File: src/source/pix_pkg.sv
`default_nettype none

package pix_pkg;

    // ======================================================================
    // Data types shared by the capture path, the memory and the readout
    // ======================================================================

    // One sensor sample
    typedef logic [11:0] pixel_t;

    // One frame memory word, pixels are zero-extended into it
    typedef logic [15:0] word_t;

    // Frame memory block number, eight blocks
    typedef logic [2:0] block_t;

    // Command carried on the req/ack port
    typedef enum logic {
        CMD_CAPTURE = 1'b0,
        CMD_READOUT = 1'b1
    } cmd_e;

endpackage

`default_nettype wire

File: src/source/pix_cmd_port.sv
`timescale 1ns/100ps
`default_nettype none

module pix_cmd_port import pix_pkg::*; (
    input  logic   clk,
    input  logic   rst_n,
    input  logic   cmd_req,
    input  cmd_e   cmd_op,
    input  block_t cmd_block,
    output logic   cmd_ack,
    output logic   start_capture,
    output logic   start_readout,
    output block_t op_block,
    input  logic   op_done
);

    typedef enum logic [1:0] {
        ST_IDLE,
        ST_BUSY,
        ST_ACKED
    } state_e;

    state_e state;

    // Four-phase handshake, start pulse follows the rising req by one cycle
    always_ff @(posedge clk) begin
        if (!rst_n) begin
            state         <= ST_IDLE;
            cmd_ack       <= 1'b0;
            start_capture <= 1'b0;
            start_readout <= 1'b0;
            op_block      <= '0;
        end else begin
            start_capture <= 1'b0;
            start_readout <= 1'b0;
            case (state)
                ST_IDLE: begin
                    if (cmd_req && !cmd_ack) begin
                        op_block      <= cmd_block;
                        start_capture <= (cmd_op == CMD_CAPTURE);
                        start_readout <= (cmd_op == CMD_READOUT);
                        state         <= ST_BUSY;
                    end
                end
                ST_BUSY: begin
                    if (op_done) begin
                        cmd_ack <= 1'b1;
                        state   <= ST_ACKED;
                    end
                end
                ST_ACKED: begin
                    // Hold ack until the master drops req
                    if (!cmd_req) begin
                        cmd_ack <= 1'b0;
                        state   <= ST_IDLE;
                    end
                end
                default: state <= ST_IDLE;
            endcase
        end
    end

endmodule

`default_nettype wire

File: config.mk
export PLATFORM = sky130hd
export DESIGN_NAME = pix_cmd_port
export DESIGN_NICKNAME = d
export VERILOG_FILES = /design/src/source/pix_pkg.sv /design/src/source/pix_cmd_port.sv
export SDC_FILE = /design/constraint.sdc
export NUM_CORES = 1
export LEC_CHECK = 0
export ABC_AREA = 0
export ABC_CLOCK_PERIOD_IN_PS = 2300
export BUFFER_PORTS_ARGS = -buffer_cell sky130_fd_sc_hd__buf_4
export CORE_AREA = 3 3 40 42
export CTS_BUF_LIST = sky130_fd_sc_hd__clkbuf_4
export CTS_CLUSTER_DIAMETER = 100
export DETAILED_ROUTE_END_ITERATION = 12
export DIE_AREA = 0 0 43 45
export PLACE_DENSITY = 0.56
export SLEW_MARGIN = 20
export SYNTH_ARGS = -nofsm -noshare
export SYNTH_HDL_FRONTEND = slang
export SYNTH_SLANG_ARGS = --single-unit
File: constraint.sdc
create_clock -name clk -period 2.3 [get_ports clk]
set_input_delay 0.345 -clock clk [delete_from_list [all_inputs] [get_ports clk]]
set_output_delay 0.345 -clock clk [all_outputs]
set_load 0.01 [all_outputs]
# Yosys cells after proc, flatten, opt, wreduce, memory -nomap -nowiden
# Index checks and enable logic that the tools add are counted.
# totals
out_inout_bits	6
word_cells	26
reg_bits	8
# classes
eq_ne	5
reduce_logical	8
muxes	7
bitwise	1
# op_table
cell	n
3-bit AND reduction	3
2-bit two-way mux	3
2-bit != test (second input constant)	3
2-bit one-hot mux with 3 select lines	1
2-bit by 1-bit equality test with 1-bit output (second input constant)	1
2-bit equality test (second input constant)	1
2-bit logical NOT	1
1-bit two-way mux	2
1-bit one-hot mux with 2 select lines	1
2-bit AND reduction	1
2-bit nonzero test	1
1-bit logical AND	1
1-bit logical NOT	1
1-bit NOT	1

# Longest topological paths before layout
# depth
word_depth	4
depth_mapped	3

# Worst setup path before layout
# OpenSTA, ideal clock, no wires.
# synth_path
path_type	register to register
start	reg state[0]
end	reg state[0]
path_slack_ns	1.224
t_arrival_ns	1.010
t_required_ns	2.234
synth_period_minus_slack_ns	1.076
stages_incl_launch_ff	3
setup_time_ns	0.066
cell_sequence	dfxtp_1 > or4b_4 > a21oi_2
# synth_via
elab_chain_cells	3
word_cells_on_any_way	8
cone_classes	eq/ne (5); mux (1); reduce/logical (2)
# synth_rtl
item	line_no	text
start: declaration	pix_cmd_port.sv:23	state_e state;
start signal: assignment	pix_cmd_port.sv:28	state <= ST_IDLE;
start signal: assignment	pix_cmd_port.sv:42	state <= ST_BUSY;
start signal: assignment	pix_cmd_port.sv:48	state <= ST_ACKED;
2-bit by 1-bit equality test with 1-bit output (tied with other cells)	pix_cmd_port.sv:36	case (state)
2-bit != test (no source line)	--	
3-bit AND reduction (no source line)	--	
# Several ways; a longest one is shown, not always the timed one.
# A chain may end at the register's enable or synchronous reset.

# Worst setup path in the final report
# layout_path
start	reg cmd_ack
end	out cmd_ack
# layout_rtl
item	line_no	text
start: declaration	pix_cmd_port.sv:10	output logic cmd_ack,
start signal: assignment	pix_cmd_port.sv:29	cmd_ack <= 1'b0;
start signal: assignment	pix_cmd_port.sv:47	cmd_ack <= 1'b1;
start signal: assignment	pix_cmd_port.sv:54	cmd_ack <= 1'b0;
# No word-level cell between the ends.

==> flow_summary_export.csv <==
group,metric,value,unit
status,status,"finished, final reports clean",
global_routing,grt_first_pass_wirelength,1035,um
critical_path,path_delay_family,"flip-flops",
yosys,ys_seq_area_frac,0.4689,
timing,finalHoldViolations,0,
drt,avgViaCountPerCell,4.333,
drt,firstDrtPassIters,3,
pwr,switchingPower,72.50,uW
clocking,cts_buffer_depth,2,
timing,slew_headroom,0.7517,
clocking,h-tree-depth,1,
critical_path,end_kind,"output pin",
floorplan,die_h,45,um
global_routing,antenna_found_initial,0,
yosys,ys_ff_latch,8,
critical_path,cpMaxStageDelayCell,"dfxtp_1",
critical_path,reg2reg_from,"state[0]",
critical_path,path_cells,"buf_4",
clocking,clkSinkCount,8,
drt,drtIter0Drc,1,
timing,finalClockSkew,0.0007509,ns
clocking,hold_buffers,0,
timing,fmax,0.8447,GHz
cells_and_area,layout_commonest_cell,"buf_4",
pwr,swShare,0.2328,
drt,vias,273,
clocking,cts_buffers,3,
clocking,insertion_delay,0.25,ns
yosys,yosys-top-cells-area,"dfxtp_1 (47%), mux2i_1 (8.8%), nor4b_4 (7.0%), nand2_1 (6.6%), nand3b_1 (4.4%)",
critical_path,critPathArrivalTime,0.84,ns
cells_and_area,antenna-diode-count,0,
critical_path,worst-path-max-fanout,5,
floorplan,core,1285,sq um
critical_path,criticalPathCategory,"reg -> out",
timing,grt_setup_unrepaired,"false",
critical_path,startpoint,"cmd_ack",
pwr,p_leak,0.0002114,uW
global_routing,grt_max_degree,10,
yosys,synth.avg_cell_area,10.35,sq um
cells_and_area,fin_cells,63,
floorplan,rows,13,
yosys,synth_fp_nets,41,
floorplan,boundaryPins,14,
pwr,internal_power,239.0,uW
placement,io_buffers,13,
cells_and_area,regArea,160.2,sq um
pwr,powerDensity,653.4,nW/um^2
yosys,synth_top_area_share,0.4689,
pwr,clockPowerShare,0.329,
critical_path,critical_path.max_stage_delay,0.43,ns
drt,post_drt_wl_per_cell,10.19,um
cells_and_area,area_delta_synth_final,39.56,%
timing,setup_violations,0,
floorplan,start_util,0.2658,
drt,wl,642,um
yosys,syn_inst,33,
critical_path,cp_data_required_time,1.96,ns
global_routing,grt_pass1_vias,243,
critical_path,critPathBufInv,1,
yosys,yosysWarnings,0,
cells_and_area,layout.cells.most_common_list,"buf_4 (13), dfxtp_1 (8), nand2_1 (6), mux2i_1 (3), clkbuf_4 (3)",
drt,remaining_drc_errors,0,
clocking,cts_resized,0,
cells_and_area,nFillCells,134,
pwr,irDropWorstVdd,0.2995,mV
placement,place_hpwl,487.1,um
timing,tns,0,ns
placement,routabilityCongestion,0.6730,
placement,dp.cells,60,
timing,fin_crit_sh,0.5147,
worst_hold_path,min_path_type,"in -> reg",
clocking,clkTransAtPathRegs,0.05,ns
worst_hold_path,holdCritStartpoint,"cmd_op",
floorplan,die_x,43,um
job,maxCapViolations,0,
timing,final.min_clock_period,1.184,ns
global_routing,grt_usage,0.08194,
cells_and_area,nNetsFinal,58,
pwr,seqPwrFrac,0.504,
cells_and_area,drive_above_1_share,0.4167,
clocking,cts_setup_buffers,0,
drt,final_antenna_net_count,0,
cells_and_area,multiInputGateArea,170.2,sq um
yosys,ys_types,17,
global_routing,grt_overflow,0,
clocking,cts_tree,"yes",
clocking,clk_root_buffer_cell,"clkbuf_4",
floorplan,dieArea,1935,sq um
yosys,yosysTopAreaCell,"dfxtp_1",
pwr,combPwrFrac,0.167,
timing,tightest_slew,0.3709,ns
critical_path,cp-start-kind,"register",
timing,slew_viol_final,0,
yosys,syn_area,341.6,sq um
==> flip-flops by register name, indices dropped and copies added, names as in the netlist <==
name,cells
cmd_ack,1
start_readout,1
op_block,3
start_capture,1
state,2
==> final timing paths <==
kind              slack [ns]             to  depth (start not counted)
hold / removal          0.26  start_capture                          2
setup reg to reg        1.17       state[0]                          2
setup / recovery        1.12        cmd_ack                          1
hold reg to reg         0.46    op_block[2]                          2
==> area by class of cell <==
class                   count  area share
repair buffers             13      0.2047
clock buffers               3     0.04724
well taps                  15     0.03937
multi-input cells          22      0.3570
flip-flops and latches      8      0.3360
inverters                   2     0.01575
==> Yosys cell counts <==
library cell / n
dfxtp_1: 8
nand2_1: 6
mux2i_1: 3
inv_1: 2
nand3b_1: 2
a211oi_1: 1
a21oi_1: 1
a21oi_2: 1
and3_1: 1
clkbuf_1: 1
nand2b_1: 1
nor3_2: 1
nor3b_1: 1
nor4b_4: 1
o21ai_0: 1
or3b_1: 1
or4b_4: 1
==> power groups by stage <==
stage	registers, uW	logic, uW	clock network [uW]
floorplan	162	26.0	0
global placement	160	53.1	0
detailed placement	160	52.6	0
CTS	157	52.7	109
global route	158	56.5	118
finish	157	52.0	102
==> per-layer routing <==
| metal | vias up | global-route usage | routed length, um |
|---|---|---|---|
| met3 | 2 | 0.07570 | 65 |
| met4 | 0 | 0.07229 | 10 |
| met5 | - | 0 | 0 |
| met2 | 11 | 0.1018 | 283 |
| met1 | 115 | 0.08049 | 282 |
| li1 | 145 | - | - |
==> metrics by stage <==
step	total power [uW]	worst slack [ns]	cell area, sq um	hold slack (ns)	utilization
global placement	212.8	1.188	454.2	0.4516	0.3535
finish	311.5	1.116	476.7	0.2582	0.3710
floorplan	187.7	1.224	341.6	0.4152	-
CTS	318.8	1.100	476.7	0.2497	0.3710
detailed placement	212.3	1.186	454.2	0.4559	0.3535
global route	333.1	1.065	476.7	0.2444	0.3710
==> logic make-up after synthesis <==
| family | count (synthesis) | share of synthesized area |
|---|---|---|
| buffers and inverters | 3 | 0.03296 |
| AND/OR/NAND/NOR | 15 | 0.3333 |
| multiplexers | 3 | 0.08792 |
| AO/OA/AOI/OAI | 4 | 0.07691 |
| flip-flops | 8 | 0.4689 |
Note: power is estimated with default switching activity, not from simulation.
