[src/source/pix_pkg.sv]
`default_nettype none

package pix_pkg;

    // ======================================================================
    // Data types shared by the capture path, the memory and the readout
    // ======================================================================

    // One sensor sample
    typedef logic [11:0] pixel_t;

    // One frame memory word, pixels are zero-extended into it
    typedef logic [15:0] word_t;

    // Frame memory block number, eight blocks
    typedef logic [2:0] block_t;

    // Command carried on the req/ack port
    typedef enum logic {
        CMD_CAPTURE = 1'b0,
        CMD_READOUT = 1'b1
    } cmd_e;

endpackage

`default_nettype wire

[src/source/pix_frame_capture.sv]
`timescale 1ns/100ps
`default_nettype none

module pix_frame_capture import pix_pkg::*; (
    input  logic   clk,
    input  logic   rst_n,
    input  logic   arm,
    input  pixel_t pix_d,
    input  logic   pix_fv,
    input  logic   pix_lv,
    output logic   fifo_push,
    output pixel_t fifo_data,
    input  logic   fifo_full,
    output logic   capture_overrun,
    input  logic   clear_overrun
);

    typedef enum logic [1:0] {
        ST_IDLE,
        ST_WAIT_INVALID,
        ST_WAIT_START,
        ST_ACTIVE
    } state_e;

    state_e state;
    logic   pix_valid_q;
    pixel_t pix_q;

    // A whole frame is taken, so sync to a frame boundary first
    always_ff @(posedge clk) begin
        if (!rst_n) begin
            state <= ST_IDLE;
        end else begin
            case (state)
                ST_IDLE:         if (arm) state <= ST_WAIT_INVALID;
                ST_WAIT_INVALID: if (!pix_fv) state <= ST_WAIT_START;
                ST_WAIT_START:   if (pix_fv) state <= ST_ACTIVE;
                ST_ACTIVE:       if (!pix_fv) state <= ST_IDLE;
                default:         state <= ST_IDLE;
            endcase
        end
    end

    // Sample register, the first line may start with the frame edge itself
    always_ff @(posedge clk) begin
        if (!rst_n) begin
            pix_valid_q <= 1'b0;
        end else begin
            pix_valid_q <= pix_fv && pix_lv &&
                           (state == ST_ACTIVE || state == ST_WAIT_START);
        end
    end

    always_ff @(posedge clk) begin
        pix_q <= pix_d;
    end

    assign fifo_push = pix_valid_q && !fifo_full;
    assign fifo_data = pix_q;

    // Camera cannot be stalled, a full FIFO loses the pixel
    always_ff @(posedge clk) begin
        if (!rst_n) begin
            capture_overrun <= 1'b0;
        end else if (clear_overrun) begin
            capture_overrun <= 1'b0;
        end else if (pix_valid_q && fifo_full) begin
            capture_overrun <= 1'b1;
        end
    end

endmodule

`default_nettype wire

[config.mk]
export PLATFORM = sky130hd
export DESIGN_NAME = pix_frame_capture
export DESIGN_NICKNAME = d
export VERILOG_FILES = /design/src/source/pix_pkg.sv /design/src/source/pix_frame_capture.sv
export SDC_FILE = /design/constraint.sdc
export NUM_CORES = 1
export LEC_CHECK = 0
export BUFFER_PORTS_ARGS = -buffer_cell sky130_fd_sc_hd__buf_2
export CORE_AREA = 2 2 39 41
export CTS_CLUSTER_SIZE = 25
export DETAILED_ROUTE_END_ITERATION = 8
export DIE_AREA = 0 0 41 43
export PLACE_DENSITY = 0.77
export SYNTH_ARGS = -nofsm -noshare
export SYNTH_HDL_FRONTEND = slang
export SYNTH_SLANG_ARGS = --single-unit
[constraint.sdc]
create_clock -name clk -period 2.3 [get_ports clk]
set_input_delay 0.115 -clock clk [delete_from_list [all_inputs] [get_ports clk]]
set_output_delay 0.115 -clock clk [all_outputs]
set_load 0.05 [all_outputs]
Word-level counts from Yosys, hierarchy flattened
Cells that the tools add are included.
- bits in registers: 16
- input port bits: 19
- output and inout bits: 14
- word-level logic and storage cells: 26
- eq/ne operators: 7
- multiplexer cells: 5
- bitwise operators: 1
- reductions and logical operators: 9
- operators by type and width (cell ; number):
    $mux W2 ; 4
    $ne A2 B2 Y1 const B ; 4
    $pmux W2 S4 ; 1
    $eq A2 B2 Y1 const B ; 2
    $logic_and A1 B1 Y1 ; 4
    $reduce_and A4 Y1 ; 1
    $eq A2 B1 Y1 const B ; 1
    $logic_not A2 Y1 ; 1
    $reduce_or A2 Y1 ; 1
    $logic_not A1 Y1 ; 1
    $logic_or A1 B1 Y1 ; 1
    $not A1 Y1 ; 1

Longest topological paths before layout
- depth after elaboration: 3
- depth in mapped cells: 5
- depth with buffers taken out: 5

Least setup slack after synthesis
Ideal clock, no wire load.
- kind: reg2out
- start point: register pix_valid_q
- end point: output port fifo_push
- arrival: 1.018 ns
- required time: 2.185 ns
- path slack: 1.167 ns
- stages on the path, launching flop included: 2
- path buffers: 0
- path through: dfxtp_1 > nor2b_1
- longest elaborated chain between the ends: 1
- RTL lines (item ; RTL line ; text):
    from (decl) ; pix_frame_capture.sv:26 ; logic pix_valid_q;
    from (signal assigned) ; pix_frame_capture.sv:49 ; pix_valid_q <= pix_fv && pix_lv &&
    $logic_and A1 B1 Y1 ; pix_frame_capture.sv:58 ; assign fifo_push = pix_valid_q && !fifo_full;
    to (decl) ; pix_frame_capture.sv:11 ; output logic fifo_push,
No other way between the ends.

Worst setup path in the final report
- start point: register state[0]
- end point: register state[1]
- longest elaborated chain between the ends: 3
- elaborated cells between the ends (all ways): 10
- those cells by class: eq/ne: 7; mux: 1; reduce/logical: 2
- RTL lines (item ; RTL line ; text):
    from (decl) ; pix_frame_capture.sv:25 ; state_e state;
    from (signal assigned) ; pix_frame_capture.sv:32 ; state <= ST_IDLE;
    from (signal assigned) ; pix_frame_capture.sv:35 ; ST_IDLE: if (arm) state <= ST_WAIT_INVALID;
    from (signal assigned) ; pix_frame_capture.sv:36 ; ST_WAIT_INVALID: if (!pix_fv) state <= ST_WAIT_START;
    $eq A2 B1 Y1, or another cell as far along ; pix_frame_capture.sv:34 ; case (state)
    $ne A2 B2 Y1 (no source line) ; -- ;
    $reduce_and A4 Y1 (no source line) ; -- ;
Parallel ways exist; a longest one is shown, timed or not.
A chain may end at the register's enable or synchronous reset.

==> insert_results.sql <==
INSERT INTO impl_metrics (metric_group, metric, value, unit) VALUES
('worst_setup_path', 'crit_path_cell_trace', 'inv_1, ha_1, inv_1, o221ai_2, mux2i_1', ''),
('clocking', 'cts.reportedPaths.clkPinSlew', '0.08', 'ns'),
('finish', 'finish.net_count', '111', ''),
('synthesis', 'yosysTopAreaCell', 'sky130_fd_sc_hd__dfxtp_1', ''),
('drt', 'vias_per_cell', '4.19', ''),
('worst_setup_path', 'setup.worst_path.start', 'state[0]', ''),
('finish', 'highest_count_cells_in_the_layout_ignoring_fill_and_taps', 'sky130_fd_sc_hd__buf_2, sky130_fd_sc_hd__dfxtp_1, sky130_fd_sc_hd__dlygate4sd3_1', ''),
('min_path', 'hold_path_startpoint', 'pix_lv', ''),
('worst_setup_path', 'r2r_start', 'state[0]', ''),
('clocking', 'clk_path_buf_depth', '2', ''),
('synthesis', 'synth.yosys.seq_area_share', '0.661', ''),
('synthesis', 'yosys_register_bits', '16', ''),
('clocking', 'cts-buffers-inserted', '3', ''),
('run_status', 'outcome', 'completed', ''),
('power_and_ir_drop', 'combinationalPowerShare', '0.310', ''),
('floorplan', 'fp.dieH', '43', 'um'),
('timing', 'min_period', '1.23', 'ns'),
('placement', 'dp_slack', '1.07', 'ns'),
('timing', 'finalWorstSetupSlack', '1.07', 'ns'),
('clocking', 'h-tree-depth', '1', ''),
('timing', 'timing.max_slew.rel_slack', '0.832', ''),
('grt', 'track_usage', '0.117', ''),
('drt', 'ant_nets', '0', ''),
('synthesis', 'syn_area', '484', 'um2'),
('worst_setup_path', 'required', '2.50', 'ns'),
('placement', 'globalplace.congestion', '0.596', ''),
('worst_setup_path', 'start_kind', 'flop', ''),
('timing', 'totalNegativeSetupSlack', '0', 'ns'),
('synthesis', 'synthTopCellsByArea', 'sky130_fd_sc_hd__dfxtp_1, sky130_fd_sc_hd__ha_1, sky130_fd_sc_hd__mux2i_1', ''),
('power_and_ir_drop', 'power_report.internal_total', '0.000453', 'W'),
('synthesis', 'synth_nets', '61', ''),
('floorplan', 'die_area', '0.00176', 'mm2'),
('timing', 'final_setup_violations', '0', ''),
('clocking', 'cts-resized-gates', '0', ''),
('worst_setup_path', 'worstPathBufferInverterCount', '2', ''),
('finish', 'ant_diodes', '0', ''),
('synthesis', 'synthCells', '37', ''),
('synthesis', 'yosys.cell_types.count', '12', ''),
('clocking', 'cts_tree', 'yes', ''),
('timing', 'rsz_0062_raised_after_global_routing', 'false', ''),
('grt', 'first_global_vias', '381', ''),
('power_and_ir_drop', 'switching_share', '0.313', ''),
('power_and_ir_drop', 'peakVddDrop', '0.507', 'mV'),
('finish', 'drive_gt1_frac', '0.424', ''),
('drt', 'drt_iter0_markers', '2', ''),
('timing', 'hold_viol', '0', ''),
('floorplan', 'core.rowCount', '14', ''),
('floorplan', 'top_level_ports', '33', ''),
('worst_setup_path', 'criticalPathCategory', 'reg2reg', ''),
('timing', 'worst_clock_skew', '0.000638', 'ns'),
('timing', 'min_period_over_period', '0.534', ''),
('clocking', 'post-cts-setup-buffer-count', '0', ''),
('grt', 'grt_antenna_before_repair', '0', ''),
('floorplan', 'floorplan.die.width', '41', 'um'),
('grt', 'grt_pass1_wl', '1.35', 'mm'),
('placement', 'hpwl', '680', 'um'),
('worst_setup_path', 'crit_path_frequent_cell', 'sky130_fd_sc_hd__inv_1', ''),
('power_and_ir_drop', 'power.share.clock', '0.199', ''),
('synthesis', 'syn-mean-instance-area', '13.1', 'um2'),
('grt', 'globalRoute.totalOverflow', '0', ''),
('finish', 'finish.utilization', '0.590', ''),
('grt', 'grt_max_degree', '9', ''),
('timing', 'final_max_slew_viol_count', '0', ''),
('drt', 'drt_wl_total', '951', 'um'),
('clocking', 'root_buffer', 'sky130_fd_sc_hd__clkbuf_4', ''),
('drt', 'drtPass1Iterations', '2', ''),
('clocking', 'clock_sinks', '16', ''),
('power_and_ir_drop', 'static-leakage-power', '0.411', 'nW'),
('floorplan', 'floorplan.initialDensity', '0.350', ''),
('synthesis', 'yosys_warnings', '0', ''),
('worst_setup_path', 'cp_top_family', 'flip-flops', '');
## per-layer routing
layer	vias to the layer above	global-route usage	part of all wire
met5	-	0	0
met3	0	0.0785	0.10
met1	182	0.0993	0.39
met4	0	0.0400	0
met2	24	0.200	0.51
li1	217	-	-
## final cells by class
cell class / count / area [um2] / area share
flip-flops and latches: 16 / 320 / 0.392
repair buffers: 45 / 290 / 0.355
well taps: 16 / 20.0 / 0.0245
inverters: 4 / 15.0 / 0.0184
clock buffers: 3 / 22.5 / 0.0276
multi-input cells: 17 / 149 / 0.182
## synthesized netlist by cell type
cell type                   n
sky130_fd_sc_hd__mux2i_1    2
sky130_fd_sc_hd__ha_1       5
sky130_fd_sc_hd__nor2b_1    1
sky130_fd_sc_hd__a21oi_1    1
sky130_fd_sc_hd__o221ai_2   1
sky130_fd_sc_hd__o2111a_1   1
sky130_fd_sc_hd__dfxtp_1   16
sky130_fd_sc_hd__inv_1      4
sky130_fd_sc_hd__nand2_1    3
sky130_fd_sc_hd__nor3b_1    1
sky130_fd_sc_hd__o21ai_0    1
sky130_fd_sc_hd__o21ai_1    1
## final timing paths
kind / end / slack [ns] / cells past startpoint
setup / recovery: state[1] / 1.07 / 5
hold / removal: pix_valid_q / 0.11 / 2
setup reg to reg: state[1] / 1.07 / 5
hold reg to reg: state[1] / 0.51 / 2
## timing repair
| item | 4_1_cts | 5_1_grt |
|---|---|---|
| endpoints found under the setup margin | 0 | 0 |
| hold buffers | 13 | 0 |
| endpoints found under the hold margin | 13 | 0 |
## kinds of logic (layout without fill, tap and decap cells)
group           after synthesis  in the layout  share of synthesized area
buf+inv                       4             52                     0.0310
flops                        16             16                      0.662
mux                           2              2                     0.0413
compound gates                5              5                     0.0852
fa+ha+maj                     5              5                      0.129
simple gates                  5              5                     0.0517
## stage by stage
| stage | instances | hold WS [ns] | cell area, um2 |
|---|---|---|---|
| 3_3_place_gp | 85 | 0.217 | 664 |
| 4_1_cts | 101 | 0.0983 | 817 |
| 3_5_place_dp | 85 | 0.219 | 664 |
| 2_1_floorplan | 37 | 0.143 | 484 |
| 5_1_grt | 101 | 0.0978 | 817 |
| 6_report | 101 | 0.110 | 817 |
## power groups by stage
stage | Combinational [W] | Sequential, W | Clock (W)
global route | 0.000229 | 0.000328 | 0.000153
detailed placement | 0.000190 | 0.000331 | 0
global placement | 0.000184 | 0.000330 | 0
CTS | 0.000208 | 0.000324 | 0.000143
finish | 0.000205 | 0.000324 | 0.000132
floorplan | 0.000101 | 0.000369 | 0
## state kept, by name, indices dropped and copies added, names as in the netlist
signal	count
pix_valid_q	1
fifo_data	12
capture_overrun	1
state	2
Power figures use the tool's default switching activity.
