$ cat src/source/pix_fifo.sv
`timescale 1ns/100ps
`default_nettype none

module pix_fifo #(
    parameter type payload_t = logic [15:0],
    parameter int  FIFO_DEPTH = 8
) (
    input  logic     clk,
    input  logic     rst_n,
    input  logic     push,
    input  payload_t push_data,
    output logic     full,
    input  logic     pop,
    output payload_t pop_data,
    output logic     empty
);

    localparam int PTR_W = $clog2(FIFO_DEPTH);
    localparam int CNT_W = $clog2(FIFO_DEPTH + 1);

    payload_t   mem [FIFO_DEPTH];
    logic [PTR_W-1:0] wr_ptr;
    logic [PTR_W-1:0] rd_ptr;
    logic [CNT_W-1:0] count;
    logic       do_push;
    logic       do_pop;

    assign full     = (count == CNT_W'(FIFO_DEPTH));
    assign empty    = (count == '0);
    assign do_push  = push && !full;
    assign do_pop   = pop && !empty;
    assign pop_data = mem[rd_ptr];

    always_ff @(posedge clk) begin
        if (do_push) begin
            mem[wr_ptr] <= push_data;
        end
    end

    // Pointers wrap explicitly so any depth works
    always_ff @(posedge clk) begin
        if (!rst_n) begin
            wr_ptr <= '0;
            rd_ptr <= '0;
            count  <= '0;
        end else begin
            if (do_push) begin
                wr_ptr <= (wr_ptr == PTR_W'(FIFO_DEPTH - 1)) ? '0 : wr_ptr + 1'b1;
            end
            if (do_pop) begin
                rd_ptr <= (rd_ptr == PTR_W'(FIFO_DEPTH - 1)) ? '0 : rd_ptr + 1'b1;
            end
            if (do_push && !do_pop) begin
                count <= count + 1'b1;
            end else if (do_pop && !do_push) begin
                count <= count - 1'b1;
            end
        end
    end

endmodule

`default_nettype wire

$ cat config.mk
export PLATFORM = sky130hd
export DESIGN_NAME = pix_fifo
export DESIGN_NICKNAME = d
export VERILOG_FILES = /design/src/source/pix_fifo.sv
export SDC_FILE = /design/constraint.sdc
export NUM_CORES = 1
export LEC_CHECK = 0
export ABC_CLOCK_PERIOD_IN_PS = 3300
export BUFFER_PORTS_ARGS = -buffer_cell sky130_fd_sc_hd__clkbuf_2
export CAP_MARGIN = 20
export CORE_ASPECT_RATIO = 0.9
export CORE_MARGIN = 1
export CORE_UTILIZATION = 60
export CTS_CLUSTER_SIZE = 14
export DETAILED_ROUTE_END_ITERATION = 6
export HOLD_SLACK_MARGIN = 0.02
export MAX_ROUTING_LAYER = met4
export PLACE_DENSITY = 0.83
export SYNTH_ARGS = -nofsm -noshare
export SYNTH_HDL_FRONTEND = slang
export SYNTH_SLANG_ARGS = --single-unit
export TNS_END_PERCENT = 100
$ cat constraint.sdc
create_clock -name clk -period 3.3 [get_ports clk]
set_input_delay 0.165 -clock clk [delete_from_list [all_inputs] [get_ports clk]]
set_output_delay 0.165 -clock clk [all_outputs]
set_load 0.005 [all_outputs]
==> Word-level counts from Yosys, hierarchy flattened <==
Memory sizes are Yosys's and may differ from the RTL's. A register that Yosys moved wholly into a read port is not among the register bits.
Index checks and enable logic that the tools add are counted.
W data, S select, Z words.
{ "classes": {"add_sub_neg": 4, "eq_ne": 3, "n_mux": 8, "n_reduce_logical": 10} }
{ "op_table": {"columns": ["cell", "count"], "rows": [
  ["$mux W3", 4],
  ["$mux W4", 2],
  ["$add A3 B1 Y3 const B", 2],
  ["$eq A3 B3 Y1 const B", 2],
  ["$add A4 B1 Y4 const B", 1],
  ["$eq A4 B4 Y1 const B", 1],
  ["$logic_and A1 B1 Y1", 4],
  ["$logic_not A1 Y1", 4],
  ["$logic_not A4 Y1", 1],
  ["$sub A4 B1 Y4 const B", 1],
  ["$mux W1", 2],
  ["$reduce_bool A2 Y1", 1]
]} }
{ "totals": {"ff_bits": 10, "input_bits": 20, "output_inout_bits": 18, "mem_bits_rw": 128, "mem_count": 1} }
{ "memory_table": {"columns": ["name", "words", "word_bits", "rd", "rd_ports_with_merged_regs", "write_ports", "line_no", "source"], "rows": [
  ["mem", 8, 16, 1, 1, 1, "21", "payload_t mem [FIFO_DEPTH];"]
]} }

==> Longest topological paths before layout <==
Gate-level depths: netlist of the first run.
{ "depth": {"word_depth": 7, "ltp_mapped": 11, "depth_no_buf": 10} }

==> Least setup slack after synthesis of the first run <==
Ideal clock, no wire load.
{ "synth_path": {"path_kind": "flip-flop to flip-flop", "startpoint": "reg count[1]", "endpoint": "mem mem[0][0] in the netlist's numbering (enable)", "period_less_slack_ns": 2.888, "path_slack_ns": 0.412, "required_time_ns": 2.870, "path_stages_with_launch": 5, "arrival_time_ns": 2.458, "cell_sequence": "dfxtp_1 nor3_1 a21bo_2 buf_6 nor4_1"} }
{ "synth_via": {"elab_chain_cells": 5} }
{ "synth_rtl": {"columns": ["item", "line_no", "source"], "rows": [
  ["start: declaration", "24", "logic [CNT_W-1:0] count;"],
  ["start signal: assignment", "54", "count <= count + 1'b1;"],
  ["start signal: assignment", "56", "count <= count - 1'b1;"],
  ["$eq A4 B4 Y1", "28", "assign full = (count == CNT_W'(FIFO_DEPTH));"],
  ["$logic_not A1 Y1", "30", "assign do_push = push && !full;"],
  ["$logic_and A1 B1 Y1", "30", null],
  ["$mux W1", "35", "if (do_push) begin"],
  ["$mux W1 (not written as such)", "36", "mem[wr_ptr] <= push_data;"],
  ["end: declaration", "21", null]
]} }
Every way passes these cells.

==> Final worst setup path of the first run <==
{ "layout_path": {"startpoint": "reg count[1]", "endpoint": "reg count[3]"} }
{ "layout_via": {"elab_chain_cells": 6, "word_cells_on_any_way": 15, "cone_classes": "2 x add/sub; 1 x eq/ne; 2 x mux; 10 x reduce/logical"} }
{ "layout_rtl": {"columns": ["item", "line_no", "source"], "rows": [
  ["$eq A4 B4 Y1 (*)", "28", null],
  ["$logic_not A1 Y1 (*)", "30", null],
  ["$logic_and A1 B1 Y1 (*)", "30", null],
  ["via do_push", "25", "logic do_push;"],
  ["$logic_not A1 Y1", "55", "end else if (do_pop && !do_push) begin"],
  ["$logic_and A1 B1 Y1", "55", null],
  ["$reduce_bool A2 Y1 (no source line)", null, null]
]} }
Mark *: on every way through the listed nets, which the timed path passes. The rest lies on a longest branch. The select of a mux whose other input is x is not followed.
A chain may end at the register's enable or synchronous reset.

==> results of run 1 <==
## where the power goes
part / internal, mW / switching, mW / leakage, nW / total, mW
Clock: 1.09 / 0.717 / 0.277 / 1.81
Sequential: 2.07 / 0.0714 / 1.27 / 2.14
Combinational: 0.484 / 0.417 / 0.789 / 0.901
## cells by family after synthesis
logic type / count (synthesis) / synth area share, %
compound gates: 11 / 1.67
xor+xnor: 2 / 0.312
fa+ha+maj: 8 / 1.91
buf+inv: 14 / 1.62
flops: 141 / 73.0
mux: 51 / 18.4
simple gates: 34 / 3.07
## critical path: stages, from the launching register on
cell and delay (ps):
dfxtp_1 390, nor3_1 260, a21bo_2 300, inv_1 140, ha_1 230, inv_1 140
ha_1 290, a21oi_1 220, a211oi_1 130, a31oi_1 200, mux2i_1 230
## area by class of cell
| type | count | area share, % |
|---|---|---|
| sequential | 141 | 61.1 |
| multi-input combinational | 106 | 21.7 |
| timing repair buffer | 63 | 6.26 |
| clock buffer | 18 | 6.22 |
| clock inverter | 14 | 2.37 |
| tap | 122 | 2.27 |
| inverter | 2 | 0.112 |
## metrics by stage
stage | utilization, % | instance area [um2]
final | 73.6 | 6720
after global routing | 73.6 | 6720
after CTS | 73.6 | 6720
after detailed placement | 65.5 | 5980
after global placement | 65.5 | 5980
after floorplan | - | 5620
## per-layer routing
metal | global-route usage (%) | up-vias | part of all wire, %
met4 | 10.0 | 0 | 2.0
li1 | - | 1244 | -
met1 | 26.6 | 1399 | 43
met5 | - | - | 0
met3 | 5.55 | 16 | 4.0
met2 | 38.1 | 80 | 51
## sequential cells by signal, indices dropped and copies added, names as in the netlist, named ones only
name    flops
count       4
mem       128
wr_ptr      3
rd_ptr      3
## worst paths after layout
path	slack, ps	startpoint	endpoint	cells past startpoint
worst max-delay path	700	count[1]	count[3]	10
worst min-delay path	40	rst_n	count[0]	2
worst max register to register	700	count[1]	count[3]	10
worst min register to register	540	rd_ptr[1]	flop	2
## layout by cell type (no fill, tap or decap), types with 2 or more instances in the layout
cell / count
inv_6: 5
clkbuf_16: 16
bufinv_16: 2
dfxtp_1: 13
buf_4: 10
clkinvlp_4: 2
and2_1: 3
nor2_1: 4
mux4_2: 4
mux4_1: 28
ha_1: 7
nand2_1: 9
nor3_1: 2
mux2_2: 16
nor2b_1: 4
mux2i_1: 3
xnor2_1: 2
edfxtp_1: 128
dlygate4sd3_1: 16
clkinv_4: 4
clkbuf_2: 37
inv_1: 2
nor3_2: 4
a21boi_0: 2
a21oi_1: 3
nand2b_1: 3
==> impl_metrics.py, run 1 <==
metrics = {
    "clock_network": {
        "cts_setup_buffers": 0,
        "clockBufferDepth": 2,
        "htree_num_levels": 4,
        "cts_resized": 0,
        "cts_hold_buf": 16,
        "clock_sinks": 141,
        "clk_latency_ps": 510,
        "clockRootBuffer": "clkbuf_8",
        "tritoncts": "yes",
        "path_clk_slew_ps": 60,
        "cts_made_buffers": 17,
    },
    "cells_and_area": {
        "fin_nets": 359,
        "diodes": 0,
        "regArea_um2": 4100,
        "drive_gt1_share_pct": 30.5,
        "syn2layout_area_growth_pct": 19.4,
        "fillers": 509,
        "multiInputGateArea_um2": 1450,
        "fin_cells": 466,
    },
    "setup_path": {
        "crit_type": "flop to flop",
        "crit_path_start_kind": "flop",
        "crit_path_end_kind": "flop",
        "arrival_ps": 3030,
        "required_ps": 3730,
        "critPathMaxFanout": 9,
    },
    "synthesis": {
        "syn_area_per_cell_um2": 21.5,
        "syn-cell-area_um2": 5620,
        "ys_ff_latch": 141,
        "synth_cell_types": 32,
        "synthTopCellsByArea": "edfxtp_1 68%, mux4_1 13%, dfxtp_1 4.6%, mux2_2 3.2%, mux4_2 1.6%",
        "yosysTopAreaCell": "edfxtp_1",
        "synthTopCellsByCount": "128 x edfxtp_1, 28 x mux4_1, 16 x mux2_2",
        "synthesis.nets": 289,
        "synth_cells": 261,
        "ys_seq_area_share_pct": 73.0,
        "synth_top_area_share_pct": 68.4,
        "yosysMostFrequentCell": "edfxtp_1",
        "ys.flop_type": "edfxtp_1",
        "async_reset_ff_share_pct": 0,
        "synth_edf_count": 128,
        "synth-warning-count": 0,
    },
    "sta": {
        "finClkSkew_ps": 12.3,
        "hold_viol": 0,
        "finalSetupTns_ps": 0,
        "final-setup-viol-count": 0,
        "max_freq_ghz": 0.385,
        "rsz0062_at_grt": "false",
        "fin_crit_sh_pct": 78.8,
        "slew_violations": 0,
        "slew_headroom_pct": 37.9,
        "whs_ps": 38.1,
        "fin_crit_ps": 2600,
        "fin_ws_ps": 700,
        "worst_pin_slew_ps": 930,
    },
    "power_and_ir_drop": {
        "p_leak_nw": 2.33,
        "peakVddDrop_mv": 0.761,
        "p_per_area_nw_per_um2": 722,
        "total_power_mw": 4.85,
    },
    "route": {
        "via_count": 2739,
        "wl_per_cell_um": 21.1,
        "vias_per_cell": 5.88,
        "drc": 0,
        "drt-total-wl_um": 9820,
        "drtIter0Drc": 184,
        "ant_nets": 0,
        "drtPass1Iterations": 4,
    },
    "status": {
        "status": "finished, final reports clean",
    },
    "floorplan": {
        "fp-row-count": 33,
        "ios": 38,
        "die_x_um": 104,
        "core_area_um2": 9130,
        "die_area_um2": 9760,
        "initial_core_util_pct": 61.6,
        "die_h_um": 93.8,
    },
    "global_routing": {
        "grt_max_degree": 33,
        "gr-usage-all-layers_pct": 22.7,
        "grt_pass1_vias": 2829,
        "grt_overflow": 0,
        "grt_pass1_wl_um": 15000,
        "antenna_found_initial": 0,
    },
    "placement": {
        "dpl.cell_count": 418,
        "port-buffer-count": 37,
        "gp_congestion": 0.781,
        "dp_hpwl_um": 5330,
        "dp_slack_ps": 782,
    },
    "hold_path": {
        "hold_class": "primary input to flop",
    },
    "job": {
        "maxCapViolCount": 0,
    },
}
No activity file was read; power rests on OpenSTA's default activity.
==> run 2, diff against run 1 <==
--- a/config.mk
+++ b/config.mk
@@ -5,17 +5,17 @@
 export SDC_FILE = /design/constraint.sdc
 export NUM_CORES = 1
 export LEC_CHECK = 0
-export ABC_CLOCK_PERIOD_IN_PS = 3300
+export ABC_CLOCK_PERIOD_IN_PS = 2300
 export BUFFER_PORTS_ARGS = -buffer_cell sky130_fd_sc_hd__clkbuf_2
 export CAP_MARGIN = 20
 export CORE_ASPECT_RATIO = 0.9
 export CORE_MARGIN = 1
-export CORE_UTILIZATION = 60
+export CORE_UTILIZATION = 54
 export CTS_CLUSTER_SIZE = 14
 export DETAILED_ROUTE_END_ITERATION = 6
 export HOLD_SLACK_MARGIN = 0.02
 export MAX_ROUTING_LAYER = met4
-export PLACE_DENSITY = 0.83
+export PLACE_DENSITY = 0.79
 export SYNTH_ARGS = -nofsm -noshare
 export SYNTH_HDL_FRONTEND = slang
 export SYNTH_SLANG_ARGS = --single-unit
==> constraint.sdc (replaced) <==
create_clock -name clk -period 2.3 [get_ports clk]
set_input_delay 0.115 -clock clk [delete_from_list [all_inputs] [get_ports clk]]
set_output_delay 0.115 -clock clk [all_outputs]
set_load 0.005 [all_outputs]
==> impl_metrics.py, run 2 (synthesis gave the netlist of run 1 again) <==
metrics = {
    "status": {
        "status": "finished, final reports clean",
    },
    "sta": {
        "fin_ws_ps": 138,
        "fin_crit_sh_pct": 94.0,
        "final-setup-viol-count": 0,
        "worst_pin_slew_ps": 443,
        "max_freq_ghz": 0.463,
        "slew_headroom_pct": 70.4,
        "hold_viol": 0,
        "slew_violations": 0,
        "fin_crit_ps": 2160,
        "rsz0062_at_grt": "false",
        "whs_ps": 78.8,
        "finClkSkew_ps": 5.34,
    },
    "setup_path": {
        "crit_path_end_kind": "output port",
        "critPathMaxFanout": 32,
        "path_cells": "buf_12, mux4_1, mux2_2, clkbuf_2",
        "crit_type": "flop to output port",
        "crit_path_start_kind": "flop",
        "slowest_stage": "mux4_1",
        "cp.buffers_inverters": 2,
        "arrival_ps": 2050,
        "cpLargestDelayFamily": "multiplexers",
        "required_ps": 2180,
        "max_stage_delay_ps": 620,
    },
    "clock_network": {
        "clockBufferDepth": 2,
        "htree_num_levels": 4,
        "clockRootBuffer": "clkbuf_16",
        "clk_latency_ps": 410,
        "cts_made_buffers": 17,
        "tritoncts": "yes",
        "cts_setup_buffers": 0,
        "path_clk_slew_ps": 60,
        "clock_sinks": 141,
    },
    "cells_and_area": {
        "drive_gt1_share_pct": 33.7,
        "fin_cells": 479,
        "design_area_um2": 6850,
        "diodes": 0,
        "final_core_util_pct": 69.1,
        "syn2layout_area_growth_pct": 21.9,
        "layout_commonest_cell": "edfxtp_1",
        "reg_top3": "mem: 128 flops, count: 4 flops",
        "regMostFlops": "mem",
        "largest_reg_flops": 128,
        "final_cell_mix": "128 x edfxtp_1, 37 x clkbuf_2, 28 x mux4_1",
        "fin_nets": 368,
    },
    "power_and_ir_drop": {
        "switching_power_mw": 1.77,
        "p_comb_share_pct": 18.8,
        "p_clk_share_pct": 38.6,
        "p_leak_nw": 2.40,
        "peakVddDrop_mv": 0.723,
        "p_per_area_nw_per_um2": 1050,
        "p_int_mw": 5.44,
        "seq_power_share_pct": 42.6,
        "switching_share_pct": 24.5,
    },
    "route": {
        "wl_met2_um": 5330,
        "wl_met1_um": 4060,
        "drt-total-wl_um": 9970,
        "drc": 0,
        "via_count": 2743,
        "wl_met3_um": 440,
        "ant_nets": 0,
        "vias_per_cell": 5.73,
        "top_layer": "met4",
        "drtPass1Iterations": 4,
        "drtIter0Drc": 134,
        "wl_per_cell_um": 20.8,
    },
    "placement": {
        "port-buffer-count": 37,
        "dp_slack_ps": -4.02,
        "dpl.cell_count": 431,
        "gp_congestion": 0.747,
        "postPlaceCellArea_um2": 6070,
        "dp_hpwl_um": 5820,
    },
    "hold_path": {
        "hold_class": "primary input to flop",
    },
    "floorplan": {
        "core_area_um2": 9910,
        "die_h_um": 98.8,
        "die_area_um2": 10800,
        "initial_core_util_pct": 56.7,
        "die_x_um": 110,
        "fp-row-count": 34,
        "ios": 38,
    },
    "job": {
        "maxCapViolCount": 0,
    },
    "global_routing": {
        "grt_pass1_vias": 2923,
        "antenna_found_initial": 0,
        "grt_overflow": 0,
        "gr-usage-all-layers_pct": 21.2,
        "grt_pass1_wl_um": 15300,
        "grt_max_degree": 33,
    },
}
-- run 2: changes by cell type in the layout (fill, tap and decap cells not counted), sizes merged --
cell and change:
clkinv -4, buf +9, clkinvlp +2, bufinv +1, inv +1
-- run 2: metrics by stage --
| stage | power [mW] | TNS (ps) |
|---|---|---|
| after floorplan | 4.04 | -7960 |
| after global placement | 4.39 | 0 |
| after detailed placement | 4.45 | -4.02 |
| after CTS | 7.26 | 0 |
| after global routing | 7.49 | 0 |
| final | 7.21 | 0 |
-- run 2: worst paths after layout --
check        cells after the start  slack [ps]       from           to
max                              4         140       flop  pop_data[2]
min                              2          80      rst_n     count[1]
max reg2reg                     10         170   count[1]     count[3]
min reg2reg                      2         570  rd_ptr[2]         flop
-- run 2: timing repair --
action / CTS / global route
gates cloned: 0 / 0
hold buffers: 16 / 0
gates resized for setup: 1 / 4
endpoints found under the hold margin: 128 / 0
setup endpoints to repair: 1 / 1
-- run 2: power by group through the flow --
stage	logic, mW	clock network (mW)	registers, mW
after floorplan	0.938	0	3.10
after global placement	1.28	0	3.10
after detailed placement	1.33	0	3.12
after CTS	1.36	2.83	3.07
after global routing	1.49	2.92	3.09
final	1.35	2.78	3.07
-- run 2: per-layer routing --
metal  track usage (%)  vias up
li1                  -     1255
met1              24.7     1399
met2              34.9       76
met3              5.82       13
met4              8.31        0
met5                 -        -
-- run 2: cell type report --
| class | instances | area [um2] |
|---|---|---|
| clock buffers | 18 | 429 |
| clock inverters | 14 | 181 |
| fillers | 590 | 3060 |
| inverters | 2 | 7.51 |
| multi-input cells | 106 | 1470 |
| flip-flops and latches | 141 | 4110 |
| well taps | 126 | 158 |
| repair buffers | 72 | 500 |
==> run 3, diff against run 2 <==
==> constraint.sdc (replaced) <==
create_clock -name clk -period 2.3 [get_ports clk]
set_input_delay 0.23 -clock clk [delete_from_list [all_inputs] [get_ports clk]]
set_output_delay 0.23 -clock clk [all_outputs]
set_load 0.005 [all_outputs]
==> impl_metrics.py, run 3 (synthesis gave the netlist of run 1 again) <==
metrics = {
    "status": {
        "status": "finished, final reports clean",
    },
    "cells_and_area": {
        "layout_commonest_cell": "edfxtp_1",
        "drive_gt1_share_pct": 35.6,
        "reg_top3": "mem: 128 flops, count: 4 flops",
        "final_cell_mix": "128 x edfxtp_1, 37 x clkbuf_2, 28 x mux4_1",
        "largest_reg_flops": 128,
        "final_core_util_pct": 68.3,
        "fin_nets": 355,
        "diodes": 0,
        "syn2layout_area_growth_pct": 20.3,
        "regMostFlops": "mem",
    },
    "setup_path": {
        "arrival_ps": 2020,
        "r2r-start": "count[1]",
        "crit_end": "pop_data[3]",
        "required_ps": 2070,
        "regToRegSetupSlack_ps": 120,
        "r2r_cells": 10,
        "crit_type": "flop to output port",
        "worstReg2RegEnd": "count[3]",
        "critPathMaxFanout": 16,
        "crit_path_end_kind": "output port",
        "crit_path_start_kind": "flop",
    },
    "clock_network": {
        "clock_sinks": 141,
        "htree_num_levels": 4,
        "clockBufferDepth": 2,
        "path_clk_slew_ps": 60,
        "tritoncts": "yes",
        "clockRootBuffer": "clkbuf_16",
        "cts_hold_buf": 0,
        "cts_setup_buffers": 0,
        "clk_latency_ps": 410,
        "cts_made_buffers": 17,
    },
    "power_and_ir_drop": {
        "p_int_mw": 5.57,
        "p_clk_share_pct": 38.6,
        "p_per_area_nw_per_um2": 1080,
        "peakVddDrop_mv": 0.770,
        "seq_power_share_pct": 42.3,
        "p_comb_share_pct": 19.1,
        "p_leak_nw": 2.36,
        "switching_power_mw": 1.77,
        "switching_share_pct": 24.1,
    },
    "floorplan": {
        "fp-row-count": 34,
        "core_area_um2": 9910,
        "die_h_um": 98.8,
        "die_x_um": 110,
        "ios": 38,
        "initial_core_util_pct": 56.7,
        "die_area_um2": 10800,
    },
    "global_routing": {
        "grt_max_degree": 33,
        "grt_overflow": 0,
        "gr-usage-all-layers_pct": 22.4,
        "antenna_found_initial": 0,
        "grt_pass1_wl_um": 16000,
        "grt_pass1_vias": 2841,
    },
    "route": {
        "vias_per_cell": 5.88,
        "drc": 0,
        "drtIter0Drc": 159,
        "wl_per_cell_um": 22.5,
        "drt-total-wl_um": 10500,
        "ant_nets": 0,
        "via_count": 2739,
        "drtPass1Iterations": 4,
    },
    "sta": {
        "slew_headroom_pct": 68.2,
        "whs_ps": 93.7,
        "final-setup-viol-count": 0,
        "finalSetupTns_ps": 0,
        "max_freq_ghz": 0.445,
        "rsz0062_at_grt": "false",
        "finClkSkew_ps": 8.77,
        "fin_crit_sh_pct": 97.8,
        "worst_pin_slew_ps": 473,
        "slew_violations": 0,
        "hold_viol": 0,
        "fin_crit_ps": 2250,
    },
    "placement": {
        "gp_congestion": 0.689,
        "port-buffer-count": 37,
        "dp_hpwl_um": 6200,
    },
    "hold_path": {
        "hold_class": "primary input to flop",
        "min_from": "push_data[6]",
    },
    "job": {
        "maxCapViolCount": 0,
    },
}
run 3: how the worst min path moves through the flow:
stage                            to  slack [ps]  cells past startpoint
after floorplan           mem[0][0]         330                      0
after global placement    mem[1][5]         500                      1
after detailed placement  mem[0][6]         520                      1
after CTS                 mem[6][6]          80                      1
after global routing      mem[2][7]          80                      1
final                     mem[6][6]          90                      1
run 3: repair_timing:
item                                    CTS  global route
endpoints found under the setup margin    5             1
resized for setup                         3             5
cloned                                    1             0
run 3: worst max-delay path: stages, from the launching register on:
cell and delay, ps:
dfxtp_4 400, buf_12 180, mux4_1 600, mux2_2 300, clkbuf_2 110
run 3: metal layers:
| metal | track usage [%] | up-vias | wire length [um] |
|---|---|---|---|
| met5 | - | - | 0 |
| met4 | 6.77 | 0 | 99 |
| met3 | 6.55 | 10 | 540 |
| met2 | 36.2 | 95 | 5530 |
| met1 | 27.5 | 1401 | 4330 |
| li1 | - | 1233 | - |
run 3: area by class of cell:
cell class,instances,area (um2)
Tap cell,126,158
Clock buffer,19,433
Clock inverter,13,189
Fill cell,593,3150
Inverter,2,7.51
Sequential cell,141,4110
Timing Repair Buffer,59,395
Multi-Input combinational cell,106,1470
run 3: per-stage QoR:
stage,worst slack (ps),cell area [um2],std cells,power (mW)
after floorplan,-166,5630,261,4.04
after global placement,167,6100,433,4.41
after detailed placement,38.0,6100,433,4.48
after CTS,17.0,6750,466,7.39
after global routing,3.95,6770,466,7.65
final,51.5,6770,466,7.34
run 3: power by group through the flow:
stage                     combinational, mW  clock (mW)  sequential, mW
after floorplan                       0.938           0            3.10
after global placement                 1.30           0            3.11
after detailed placement               1.35           0            3.13
after CTS                              1.41        2.88            3.10
after global routing                   1.53        2.99            3.12
final                                  1.40        2.83            3.10
